## config.mk

```make
export PLATFORM = sky130hd
export DESIGN_NAME = toom3_top
export DESIGN_NICKNAME = d
export VERILOG_FILES = /design/src/toom3_pkg.sv /design/src/apb_regs.sv /design/src/toom3_sequencer.sv /design/src/clmul_seq.sv /design/src/exact_div.sv /design/src/toom3_top.sv
export VERILOG_INCLUDE_DIRS = /design/src
export SDC_FILE = /design/constraint.sdc
export NUM_CORES = 1
export LEC_CHECK = 0
export BUFFER_PORTS_ARGS = -buffer_cell sky130_fd_sc_hd__buf_2
export CAP_MARGIN = 10
export CORE_UTILIZATION = 30
export DETAILED_ROUTE_END_ITERATION = 10
export SLEW_MARGIN = 15
export SYNTH_ARGS = -nofsm -noshare
export SYNTH_HDL_FRONTEND = slang
export SYNTH_SLANG_ARGS = --single-unit
```

## constraint.sdc

```tcl
create_clock -name clk -period 21 [get_ports clk]
set_clock_uncertainty 0.1 [all_clocks]
set_input_delay 4.2 -clock clk [delete_from_list [all_inputs] [get_ports clk]]
set_output_delay 4.2 -clock clk [all_outputs]
set_load 0.01 [all_outputs]
```

## src/toom3_params.svh

```systemverilog
`ifndef TOOM3_PARAMS_SVH
`define TOOM3_PARAMS_SVH

// ====================
// datapath widths
// ====================
`define TOOM_LIMB_W 16
`define TOOM_OP_W 48
`define TOOM_EVAL_W 18    // limb plus room for the x^2 shift
`define TOOM_SUB_W 35
`define TOOM_WORK_W 36
`define TOOM_PROD_W 95

`define TOOM_APB_AW 8
`define TOOM_APB_DW 32

// ====================
// register map
// ====================
`define TOOM_REG_A_LO 8'h00
`define TOOM_REG_A_HI 8'h04
`define TOOM_REG_B_LO 8'h08
`define TOOM_REG_B_HI 8'h0C
`define TOOM_REG_CTRL 8'h10
`define TOOM_REG_STATUS 8'h14
`define TOOM_REG_P0 8'h18
`define TOOM_REG_P1 8'h1C
`define TOOM_REG_P2 8'h20

`endif

```

## src/toom3_pkg.sv

```systemverilog
`default_nettype none
`include "toom3_params.svh"

package toom3_pkg;

    typedef enum logic [3:0] {
        seq_idle,
        seq_eval,
        seq_mul_1,       // points 0 and 1
        seq_mul_2,       // points x and x+1
        seq_mul_last,    // point at infinity
        seq_interp,
        seq_div,
        seq_recomb,
        seq_finish
    } seq_state_t;

    typedef struct packed {
        logic                    psel;
        logic                    penable;
        logic                    pwrite;
        logic [`TOOM_APB_AW-1:0] paddr;
        logic [`TOOM_APB_DW-1:0] pwdata;
    } apb_req_t;

    typedef struct packed {
        logic [`TOOM_APB_DW-1:0] prdata;
        logic                    pready;
        logic                    pslverr;
    } apb_rsp_t;

    // one pair of evaluated operands for a sub-multiplier
    typedef struct packed {
        logic [`TOOM_EVAL_W-1:0] op_a;
        logic [`TOOM_EVAL_W-1:0] op_b;
    } mul_job_t;

endpackage

`default_nettype wire

```

## src/apb_regs.sv

```systemverilog
`timescale 1ns/10ps
`include "toom3_params.svh"
`default_nettype none

module apb_regs import toom3_pkg::*; (
    input  logic                    clk,
    input  logic                    reset,
    input  apb_req_t                apb_req,
    output apb_rsp_t                apb_rsp,
    output logic [`TOOM_OP_W-1:0]   a,
    output logic [`TOOM_OP_W-1:0]   b,
    output logic                    start,
    input  logic                    busy,
    input  logic [`TOOM_PROD_W-1:0] product
);

    logic [`TOOM_APB_DW-1:0]             a_lo;
    logic [`TOOM_APB_DW-1:0]             b_lo;
    logic [`TOOM_OP_W-`TOOM_APB_DW-1:0] a_hi;
    logic [`TOOM_OP_W-`TOOM_APB_DW-1:0] b_hi;
    logic                                done;
    logic                                busy_q;

    logic                    access;
    logic                    mapped;
    logic                    running;
    logic                    start_req;
    logic                    refuse;
    logic                    wr_en;
    logic [`TOOM_APB_DW-1:0] rd_data;

    assign a = {a_hi, a_lo};
    assign b = {b_hi, b_lo};

    assign access  = apb_req.psel & apb_req.penable;
    assign running = busy | start;    // start pulse counts before busy rises

    assign start_req = access & apb_req.pwrite & apb_req.pwdata[0]
                     & (apb_req.paddr == `TOOM_REG_CTRL);
    assign refuse    = start_req & running;
    assign wr_en     = access & apb_req.pwrite & mapped & !refuse;

    // ====================
    // address decode and read mux
    // ====================
    always_comb begin
        mapped  = 1'b1;
        rd_data = '0;
        case (apb_req.paddr)
            `TOOM_REG_A_LO:   rd_data = a_lo;
            `TOOM_REG_A_HI:   rd_data = `TOOM_APB_DW'(a_hi);
            `TOOM_REG_B_LO:   rd_data = b_lo;
            `TOOM_REG_B_HI:   rd_data = `TOOM_APB_DW'(b_hi);
            `TOOM_REG_CTRL:   rd_data = '0;    // start is self clearing
            `TOOM_REG_STATUS: rd_data = `TOOM_APB_DW'({done, running});
            `TOOM_REG_P0:     rd_data = product[31:0];
            `TOOM_REG_P1:     rd_data = product[63:32];
            `TOOM_REG_P2:     rd_data = `TOOM_APB_DW'(product[`TOOM_PROD_W-1:64]);
            default:          mapped = 1'b0;
        endcase
    end

    always_comb begin
        apb_rsp.prdata  = rd_data;
        apb_rsp.pready  = 1'b1;
        apb_rsp.pslverr = access & (!mapped | refuse);
    end

    // ====================
    // register writes
    // ====================
    always_ff @(posedge clk) begin
        if (reset) begin
            a_lo   <= '0;
            a_hi   <= '0;
            b_lo   <= '0;
            b_hi   <= '0;
            start  <= 1'b0;
            done   <= 1'b0;
            busy_q <= 1'b0;
        end else begin
            start  <= 1'b0;
            busy_q <= busy;

            if (busy_q && !busy) begin
                done <= 1'b1;    // sticky until next start
            end

            // operands stay frozen while a job runs
            if (wr_en && !running) begin
                case (apb_req.paddr)
                    `TOOM_REG_A_LO: a_lo <= apb_req.pwdata;
                    `TOOM_REG_A_HI: a_hi <= apb_req.pwdata[`TOOM_OP_W-`TOOM_APB_DW-1:0];
                    `TOOM_REG_B_LO: b_lo <= apb_req.pwdata;
                    `TOOM_REG_B_HI: b_hi <= apb_req.pwdata[`TOOM_OP_W-`TOOM_APB_DW-1:0];
                    default: ;
                endcase
            end

            if (wr_en && start_req) begin
                start <= 1'b1;
                done  <= 1'b0;
            end
        end
    end

endmodule

`default_nettype wire

```

## src/toom3_sequencer.sv

```systemverilog
`timescale 1ns/10ps
`include "toom3_params.svh"
`default_nettype none

module toom3_sequencer import toom3_pkg::*; (
    input  logic                    clk,
    input  logic                    reset,
    input  logic                    start,
    input  logic [`TOOM_OP_W-1:0]   a,
    input  logic [`TOOM_OP_W-1:0]   b,
    output logic                    busy,
    output logic [`TOOM_PROD_W-1:0] product,
    output logic                    mul_go_1,
    output logic                    mul_go_2,
    output mul_job_t                job_1,
    output mul_job_t                job_2,
    input  logic [`TOOM_SUB_W-1:0]  sub_1,
    input  logic [`TOOM_SUB_W-1:0]  sub_2,
    input  logic                    mul_valid_1,
    input  logic                    mul_valid_2,
    output logic                    div_go,
    output logic [`TOOM_WORK_W-1:0] dividend,
    input  logic [`TOOM_WORK_W-1:0] quotient,
    input  logic                    div_valid
);

    seq_state_t state;
    logic       issued;    // units of the current step launched
    logic       got_1;
    logic       got_2;
    logic       div_pass;  // 0 for c3, 1 for c2
    logic       round_done;

    mul_job_t                ev [5];
    logic [`TOOM_WORK_W-1:0] w0, w1, w2, w3, w4;
    logic [`TOOM_WORK_W-1:0] div_stage_2;
    logic [`TOOM_PROD_W-1:0] recomb;

    // operand at 0, 1, x, x+1 and infinity
    function automatic logic [`TOOM_EVAL_W-1:0] eval_at(
        input logic [`TOOM_OP_W-1:0] op,
        input logic [2:0]            pt
    );
        logic [`TOOM_EVAL_W-1:0] l0, l1, l2;
        l0 = `TOOM_EVAL_W'(op[`TOOM_LIMB_W-1:0]);
        l1 = `TOOM_EVAL_W'(op[2*`TOOM_LIMB_W-1:`TOOM_LIMB_W]);
        l2 = `TOOM_EVAL_W'(op[3*`TOOM_LIMB_W-1:2*`TOOM_LIMB_W]);
        case (pt)
            3'd0:    eval_at = l0;
            3'd1:    eval_at = l0 ^ l1 ^ l2;
            3'd2:    eval_at = l0 ^ (l1 << 1) ^ (l2 << 2);
            3'd3:    eval_at = l0 ^ l1 ^ l2 ^ (l1 << 1) ^ (l2 << 2);
            default: eval_at = l2;
        endcase
    endfunction

    assign busy       = (state != seq_idle);
    assign round_done = (got_1 | mul_valid_1) & (got_2 | mul_valid_2);

    // w1 = c1+c2+c3, w2 = T2, w3 = c3 once the first division is back
    assign div_stage_2 = w2 ^ w1 ^ (w4 << 3) ^ (w3 << 2) ^ w3;    // c2 (x+1)

    assign recomb = `TOOM_PROD_W'(w0)
                  ^ (`TOOM_PROD_W'(w1) << `TOOM_LIMB_W)
                  ^ (`TOOM_PROD_W'(w2) << 2*`TOOM_LIMB_W)
                  ^ (`TOOM_PROD_W'(w3) << 3*`TOOM_LIMB_W)
                  ^ (`TOOM_PROD_W'(w4) << 4*`TOOM_LIMB_W);

    always_ff @(posedge clk) begin
        if (reset) begin
            state    <= seq_idle;
            issued   <= 1'b0;
            got_1    <= 1'b0;
            got_2    <= 1'b0;
            div_pass <= 1'b0;
            mul_go_1 <= 1'b0;
            mul_go_2 <= 1'b0;
            div_go   <= 1'b0;
            product  <= '0;
        end else begin
            mul_go_1 <= 1'b0;
            mul_go_2 <= 1'b0;
            div_go   <= 1'b0;
            if (mul_valid_1) got_1 <= 1'b1;
            if (mul_valid_2) got_2 <= 1'b1;

            case (state)
                seq_idle: begin
                    if (start) state <= seq_eval;
                end
                seq_eval: begin
                    for (int i = 0; i < 5; i++) begin
                        ev[i].op_a <= eval_at(a, 3'(i));
                        ev[i].op_b <= eval_at(b, 3'(i));
                    end
                    issued <= 1'b0;
                    state  <= seq_mul_1;
                end
                seq_mul_1, seq_mul_2: begin
                    if (!issued) begin
                        job_1    <= (state == seq_mul_1) ? ev[0] : ev[2];
                        job_2    <= (state == seq_mul_1) ? ev[1] : ev[3];
                        mul_go_1 <= 1'b1;
                        mul_go_2 <= 1'b1;
                        got_1    <= 1'b0;
                        got_2    <= 1'b0;
                        issued   <= 1'b1;
                    end else begin
                        if (mul_valid_1 && state == seq_mul_1) w0 <= `TOOM_WORK_W'(sub_1);
                        if (mul_valid_2 && state == seq_mul_1) w1 <= `TOOM_WORK_W'(sub_2);
                        if (mul_valid_1 && state == seq_mul_2) w2 <= `TOOM_WORK_W'(sub_1);
                        if (mul_valid_2 && state == seq_mul_2) w3 <= `TOOM_WORK_W'(sub_2);
                        if (round_done) begin
                            issued <= 1'b0;
                            state  <= (state == seq_mul_1) ? seq_mul_2 : seq_mul_last;
                        end
                    end
                end
                seq_mul_last: begin
                    if (!issued) begin
                        job_1    <= ev[4];
                        mul_go_1 <= 1'b1;
                        got_1    <= 1'b0;
                        got_2    <= 1'b1;    // second unit sits this round out
                        issued   <= 1'b1;
                    end else if (round_done) begin
                        w4     <= `TOOM_WORK_W'(sub_1);
                        issued <= 1'b0;
                        state  <= seq_interp;
                    end
                end
                seq_interp: begin
                    w1    <= w1 ^ w0 ^ w4;              // c1+c2+c3
                    w2    <= (w2 ^ w0) >> 1;            // T2, exact shift by x
                    w3    <= (w3 ^ w2 ^ w1 ^ w0) >> 1;  // c3 (x+1)
                    state <= seq_div;
                end
                seq_div: begin
                    if (!issued) begin
                        dividend <= div_pass ? div_stage_2 : w3;
                        div_go   <= 1'b1;
                        issued   <= 1'b1;
                    end else if (div_valid) begin
                        issued <= 1'b0;
                        if (!div_pass) begin
                            w3       <= quotient;
                            div_pass <= 1'b1;
                        end else begin
                            w2       <= quotient;
                            div_pass <= 1'b0;
                            state    <= seq_recomb;
                        end
                    end
                end
                seq_recomb: begin
                    w1    <= w1 ^ w2 ^ w3;    // c1
                    state <= seq_finish;
                end
                seq_finish: begin
                    product <= recomb;        // overlapped limbs at 16 bit steps
                    state   <= seq_idle;
                end
                default: state <= seq_idle;
            endcase
        end
    end

endmodule

`default_nettype wire

```

## src/clmul_seq.sv

```systemverilog
`timescale 1ns/10ps
`include "toom3_params.svh"
`default_nettype none

module clmul_seq import toom3_pkg::*; (
    input  logic                   clk,
    input  logic                   reset,
    input  logic                   go,
    input  mul_job_t               job,
    output logic [`TOOM_SUB_W-1:0] sub_product,
    output logic                   valid
);

    logic [`TOOM_EVAL_W-1:0] mcand;
    logic [`TOOM_EVAL_W-1:0] mplier;
    logic [`TOOM_SUB_W-1:0]  acc;
    logic [4:0]              bit_cnt;
    logic                    running;

    assign sub_product = acc;

    // ====================
    // bit counter
    // ====================
    always_ff @(posedge clk) begin
        if (reset) begin
            running <= 1'b0;
            valid   <= 1'b0;
            bit_cnt <= '0;
        end else begin
            valid <= 1'b0;
            if (go) begin
                running <= 1'b1;
                bit_cnt <= 5'(`TOOM_EVAL_W - 1);    // top bit handled on load
            end else if (running) begin
                bit_cnt <= bit_cnt - 5'd1;
                if (bit_cnt == 5'd1) begin
                    running <= 1'b0;
                    valid   <= 1'b1;
                end
            end
        end
    end

    // shift and xor, multiplier msb first
    always_ff @(posedge clk) begin
        if (go) begin
            mcand  <= job.op_a;
            mplier <= job.op_b << 1;
            acc    <= job.op_b[`TOOM_EVAL_W-1] ? `TOOM_SUB_W'(job.op_a) : '0;
        end else if (running) begin
            acc    <= (acc << 1) ^ (mplier[`TOOM_EVAL_W-1] ? `TOOM_SUB_W'(mcand) : '0);
            mplier <= mplier << 1;
        end
    end

endmodule

`default_nettype wire

```

## src/exact_div.sv

```systemverilog
`timescale 1ns/10ps
`include "toom3_params.svh"
`default_nettype none

module exact_div (
    input  logic                    clk,
    input  logic                    reset,
    input  logic                    go,
    input  logic [`TOOM_WORK_W-1:0] dividend,
    output logic [`TOOM_WORK_W-1:0] quotient,
    output logic                    valid
);

    logic [`TOOM_WORK_W-1:0] rem;
    logic [5:0]              bit_cnt;
    logic                    running;
    logic                    q_next;

    // q(i) = d(i+1) ^ q(i+1), working down from the top
    assign q_next = rem[`TOOM_WORK_W-1] ^ quotient[0];

    // ====================
    // bit counter
    // ====================
    always_ff @(posedge clk) begin
        if (reset) begin
            running <= 1'b0;
            valid   <= 1'b0;
            bit_cnt <= '0;
        end else begin
            valid <= 1'b0;
            if (go) begin
                running <= 1'b1;
                bit_cnt <= 6'(`TOOM_WORK_W - 1);
            end else if (running) begin
                bit_cnt <= bit_cnt - 6'd1;
                if (bit_cnt == 6'd1) begin
                    running <= 1'b0;
                    valid   <= 1'b1;
                end
            end
        end
    end

    // quotient shifts in one bit per cycle, top bit first
    always_ff @(posedge clk) begin
        if (go) begin
            rem      <= dividend;
            quotient <= '0;    // top quotient bit is always zero
        end else if (running) begin
            quotient <= {quotient[`TOOM_WORK_W-2:0], q_next};
            rem      <= rem << 1;
        end
    end

endmodule

`default_nettype wire

```

## src/toom3_top.sv

```systemverilog
`timescale 1ns/10ps
`include "toom3_params.svh"
`default_nettype none

module toom3_top import toom3_pkg::*; (
    input  logic     clk,
    input  logic     reset,
    input  apb_req_t apb_req,
    output apb_rsp_t apb_rsp
);

    logic [`TOOM_OP_W-1:0]   a;
    logic [`TOOM_OP_W-1:0]   b;
    logic                    start;
    logic                    busy;
    logic [`TOOM_PROD_W-1:0] product;

    logic                   mul_go_1;
    logic                   mul_go_2;
    mul_job_t               job_1;
    mul_job_t               job_2;
    logic [`TOOM_SUB_W-1:0] sub_1;
    logic [`TOOM_SUB_W-1:0] sub_2;
    logic                   mul_valid_1;
    logic                   mul_valid_2;

    logic                    div_go;
    logic                    div_valid;
    logic [`TOOM_WORK_W-1:0] dividend;
    logic [`TOOM_WORK_W-1:0] quotient;

    apb_regs apb_regs_inst (
        .clk(clk), .reset(reset),
        .apb_req(apb_req), .apb_rsp(apb_rsp),
        .a(a), .b(b), .start(start), .busy(busy), .product(product)
    );

    toom3_sequencer toom3_sequencer_inst (
        .clk(clk), .reset(reset),
        .start(start), .a(a), .b(b), .busy(busy), .product(product),
        .mul_go_1(mul_go_1), .mul_go_2(mul_go_2), .job_1(job_1), .job_2(job_2),
        .sub_1(sub_1), .sub_2(sub_2), .mul_valid_1(mul_valid_1), .mul_valid_2(mul_valid_2),
        .div_go(div_go), .dividend(dividend), .quotient(quotient), .div_valid(div_valid)
    );

    clmul_seq clmul_seq_1_inst (
        .clk(clk), .reset(reset),
        .go(mul_go_1), .job(job_1), .sub_product(sub_1), .valid(mul_valid_1)
    );

    clmul_seq clmul_seq_2_inst (
        .clk(clk), .reset(reset),
        .go(mul_go_2), .job(job_2), .sub_product(sub_2), .valid(mul_valid_2)
    );

    exact_div exact_div_inst (
        .clk(clk), .reset(reset),
        .go(div_go), .dividend(dividend), .quotient(quotient), .valid(div_valid)
    );

endmodule

`default_nettype wire

```

# == Word-level counts from Yosys, hierarchy flattened ==
# Memory sizes are Yosys's and may differ from the RTL's.
# Index checks and enable logic that the tools add are counted.
# op_classes
add_sub_neg,3
n_reduce_logical,48
n_eq_ne,33
bitwise_logic,51
mux,103
# ops
op,count
$mux 36,19
$mux 18,28
$pmux 36 s3,3
$pmux 32 s8,1
$xor 36x36->36,7
$xor 36x35->36,4
$mux 35,4
$xor 95x68->95,1
$xor 95x84->95,1
$xor 95x95->95,1
$pmux 36 s2,1
$xor 18x18->18,4
$xor 35x35->35,2
$xor 35x52->52,1
$xor 18x16->18,2
$xor 18x17->18,2
$xor 16x17->17,2
$eq 8x5->1 const B,4
$mux 4,8
$xor 16x16->16,2
$mux 1,29
$pmux 4 s7,1
$mux 5,4
$ne 2x1->1 const B,10
other kinds (35),97
# totals
mem_bits_rw,180
regBits,725
elab_cells,285
input_bits,45
memories,1
output_inout_bits,34
# mem_list
memory,words,word_bits,rd,rd_ports_with_merged_regs,write_ports,line_no,rtl
toom3_sequencer_inst.ev,5,36,5,0,5,toom3_sequencer.sv:34,mul_job_t ev [5];

# == Depth between registers and ports, before layout ==
# depth
ltp_word,9
mapped_depth,8
ltp_nobuf,6

# == Cells and area by module ==
# Synthesis repeated with hierarchy kept, for this count alone.
# hier_totals
hier_cells,3202
area_unflattened_um2,39542.9
# modules_own_cells
module,n_inst,area_per_inst_um2,seq_area_each_um2,cells_per_inst
toom3_sequencer,1,24958.9,15454.8,1903
clmul_seq,2,3135.5,2242.2,215
apb_regs,1,5177.5,1981.9,636
exact_div,1,3135.5,1961.9,233

# == Worst setup path before layout ==
# OpenSTA, ideal clock, no wires.
# synth_path
path_type,input -> register
from,in reset
to,mem toom3_sequencer_inst.ev[0][10] in the netlist's numbering (enable)
setup_ns,1.117
path_stages,3
t_required_ns,19.783
arrival_ns,20.711
setup_slack_ns,-0.928
path_cell_list,clkbuf_1 -> buf_1 -> nor4b_1
# synth_lines
element,line_no,rtl
start: declaration,toom3_top.sv:7,"input logic reset,"
end: declaration,toom3_sequencer.sv:34,

==> impl_metrics.tcl <==
set metrics [dict create \
    outcome "finished clean" \
    p_sw_frac 0.261 \
    synth_nets 3353 \
    power_leakage_nw 14.5 \
    drive_gt1_frac 0.117 \
    io_pins 79 \
    synth_seq_cells 883 \
    grt_pass1_wl_mm 177 \
    cp_top_family "simple AND/OR/NAND/NOR gates" \
    post_cts_buffers 0 \
    clockPowerShare 0.378 \
    p_switching_mw 1.17 \
    drtAntennaViolNets 0 \
    power_density_mw_per_mm2 98.7 \
    cts_max_level 3 \
    place_inst 4954 \
    ys_top_cells_by_area "edfxtp_1 (46%), dfxtp_1 (13%), xnor2_1 (11%)" \
    syn-instance-count 3302 \
    final_util 0.342 \
    cp_cell_sequence "buf_2, nor3_1, nand3_1, o221ai_1, buf_2" \
    worstSetupEndpointType "primary output" \
    cts.sinks 883 \
    final_common_cell "edfxtp_1" \
    clkTransAtPathRegs_ns 0.06 \
    final_max_slew_viol_count 0 \
    rows 134 \
    internal-power_mw 3.33 \
    tns_ns 0 \
    synth_edf_count 620 \
    initial_core_util 0.302 \
    synth_top_area_frac 0.462 \
    avgSynthCellArea_um2 12.2 \
    cp_common_cell "buf_2" \
    vias_per_cell 5.05 \
    grt_max_degree 159 \
    finalHoldViolations 0 \
    path_buf_inv 2 \
    peakVddDrop_uv 54.4 \
    track_usage 0.177 \
    slowest_stage "nand3_1" \
    finalWeightedCongestion 0.867 \
    use_met3 0.0290 \
    grt.overflow.total 0 \
    die_w_um 368 \
    worst_hold_slack_ns 0.314 \
    combPwrFrac 0.119 \
    critPathLaunchType "input pin" \
    postCtsHoldBufs 0 \
    fin_nets 3333 \
    slew-limit-headroom 0.234 \
    drtPass1Iterations 7 \
    busiest_layer "met2" \
    grt_pass1_vias 24840 \
    async_reset_ff_frac 0 \
    core-area_mm2 0.133 \
    critPathKind "input pin to primary output" \
    fin_crit_sh 0.552 \
    cts_tree "done" \
    syn_to_final_growth_pct 13.2 \
    hp-class "flip-flop to flip-flop" \
    max_freq_mhz 86.3 \
    cts_root_buffer "clkbuf_16" \
    drc 0 \
    instances_no_fill 5137 \
    drt_iter0_markers 2619 \
    yosysWarnings 0 \
    cts_buffers 94 \
    maxCapViolCount 0 \
    required_ns 16.70 \
    dpl.hpwl_mm 81.2 \
    cp_max_fo 25 \
    final_cell_mix "edfxtp_1 (620), xnor2_1 (493), nand2_1 (322)" \
    via_count 25962 \
    design.die.area_mm2 0.136 \
    grtUsageMet1 0.238 \
    synth.distinct_cells 62 \
    grt_antenna_before_repair 10 \
    gr-usage-met2 0.289 \
    io_buffers 77 \
    netlist_area_mm2 0.0403 \
    rsz0062_at_grt "false" \
    worstPathArrival_ns 7.29 \
    die_h_um 368 \
    period_needed_ns 11.59 \
    pwr-share-seq 0.503 \
    drt-total-wl_mm 122 \
    worst_path_largest_cell_delay_ns 0.95 \
    synth-seq-area-share 0.593 \
    cts.path.max_buffers 3 \
    synth_area_leader_cell "edfxtp_1" \
    clock_latency_ns 0.66 \
    post_drt_wl_per_cell_um 23.8 \
    synth-main-ff-cell "edfxtp_1" \
    worst_pin_slew_ns 1.15 \
    setup_viol 0 \
    post_cts_resized 0 \
]
-- final timing paths --
kind,from,to,slack [ns],cells past startpoint
max reg2reg,toom3_sequencer_inst.state[1],toom3_sequencer_inst.job_2[27],17.38,4
min reg2reg,toom3_sequencer_inst.ev[3][0],toom3_sequencer_inst.job_2[0],0.31,0
min,toom3_sequencer_inst.ev[3][0],toom3_sequencer_inst.job_2[0],0.31,0
max,apb_req[37],apb_rsp[4],9.41,5
-- final cells by class --
type / count / area [um^2]
Antenna cell: 5 / 12.5
Clock buffer: 140 / 2770
Sequential cell: 883 / 23900
Clock inverter: 38 / 382
Multi-Input combinational cell: 2175 / 15600
Timing Repair Buffer: 113 / 677
Tap cell: 1768 / 2210
Fill cell: 13166 / 87700
Inverter: 15 / 56.3
-- per-layer routing --
metal	vias to the layer above	part of all wire	wire length, um
li1	11704	-	-
met1	13125	0.43	52700
met2	908	0.47	57900
met3	219	0.062	7550
met4	6	0.034	4110
met5	-	0.00030	37
-- cells in the mapped netlist, drive strengths merged (6+ instances only) --
cell / number
nor4: 8
mux2: 103
buf: 35
o2bb2ai: 10
o221ai: 16
inv: 15
a221o: 8
mux2i: 197
nand4: 16
nor4b: 9
a211oi: 63
xor2: 137
nor2b: 52
a2bb2oi: 9
dfxtp: 263
and2: 8
nand2: 325
a22o: 9
a22oi: 79
clkbuf: 194
nor3b: 10
ha: 6
nor3: 19
edfxtp: 620
nand3: 40
o21ai: 190
nand2b: 83
nor2: 116
xnor2: 493
a21oi: 102
o31ai: 16
-- cells by family after synthesis --
family                   Yosys count  share of synthesized area
flip-flops                       883                      0.593
adder cells (fa/ha/maj)            6                    0.00186
buffers and inverters            244                     0.0235
XOR/XNOR                         630                      0.137
multiplexers                     301                     0.0783
AND/OR/NAND/NOR                  711                     0.0841
other                              1                  0.0000931
AO/OA/AOI/OAI                    526                     0.0821
-- power by group through the flow --
stage	Combinational (mW)	Sequential, mW	Clock (mW)
floorplan	0.400	2.22	0
global placement	0.526	2.30	0
detailed placement	0.537	2.30	0
CTS	0.539	2.26	1.72
global route	0.586	2.28	1.79
finish	0.538	2.26	1.70
-- metrics by stage --
stage / setup WS, ns / instance area [um^2] / power, mW
finish: 9.41 / 45600 / 4.50
global route: 9.33 / 45600 / 4.66
CTS: 9.42 / 45600 / 4.52
detailed placement: 9.43 / 42400 / 2.83
global placement: 9.55 / 42400 / 2.82
floorplan: 7.06 / 40300 / 2.62
-- flip-flops by register name (all words and copies together), names as in the netlist, 6 cells and up --
signal	cells
apb_regs_inst.a_lo	32
exact_div_inst.quotient	36
clmul_seq_2_inst.sub_product	35
clmul_seq_2_inst.mcand	18
toom3_sequencer_inst.ev	158
toom3_sequencer_inst.w2	36
toom3_sequencer_inst.product	95
exact_div_inst.bit_cnt	6
toom3_sequencer_inst.job_1	36
apb_regs_inst.b_hi	16
clmul_seq_1_inst.sub_product	35
clmul_seq_1_inst.mcand	18
toom3_sequencer_inst.w1	36
toom3_sequencer_inst.w3	36
toom3_sequencer_inst.job_2	36
toom3_sequencer_inst.dividend	36
clmul_seq_2_inst.mplier	17
toom3_sequencer_inst.w0	35
toom3_sequencer_inst.w4	35
apb_regs_inst.a_hi	16
apb_regs_inst.b_lo	32
clmul_seq_1_inst.mplier	17
exact_div_inst.rem	36
Note: power is estimated with default switching activity, not from simulation.
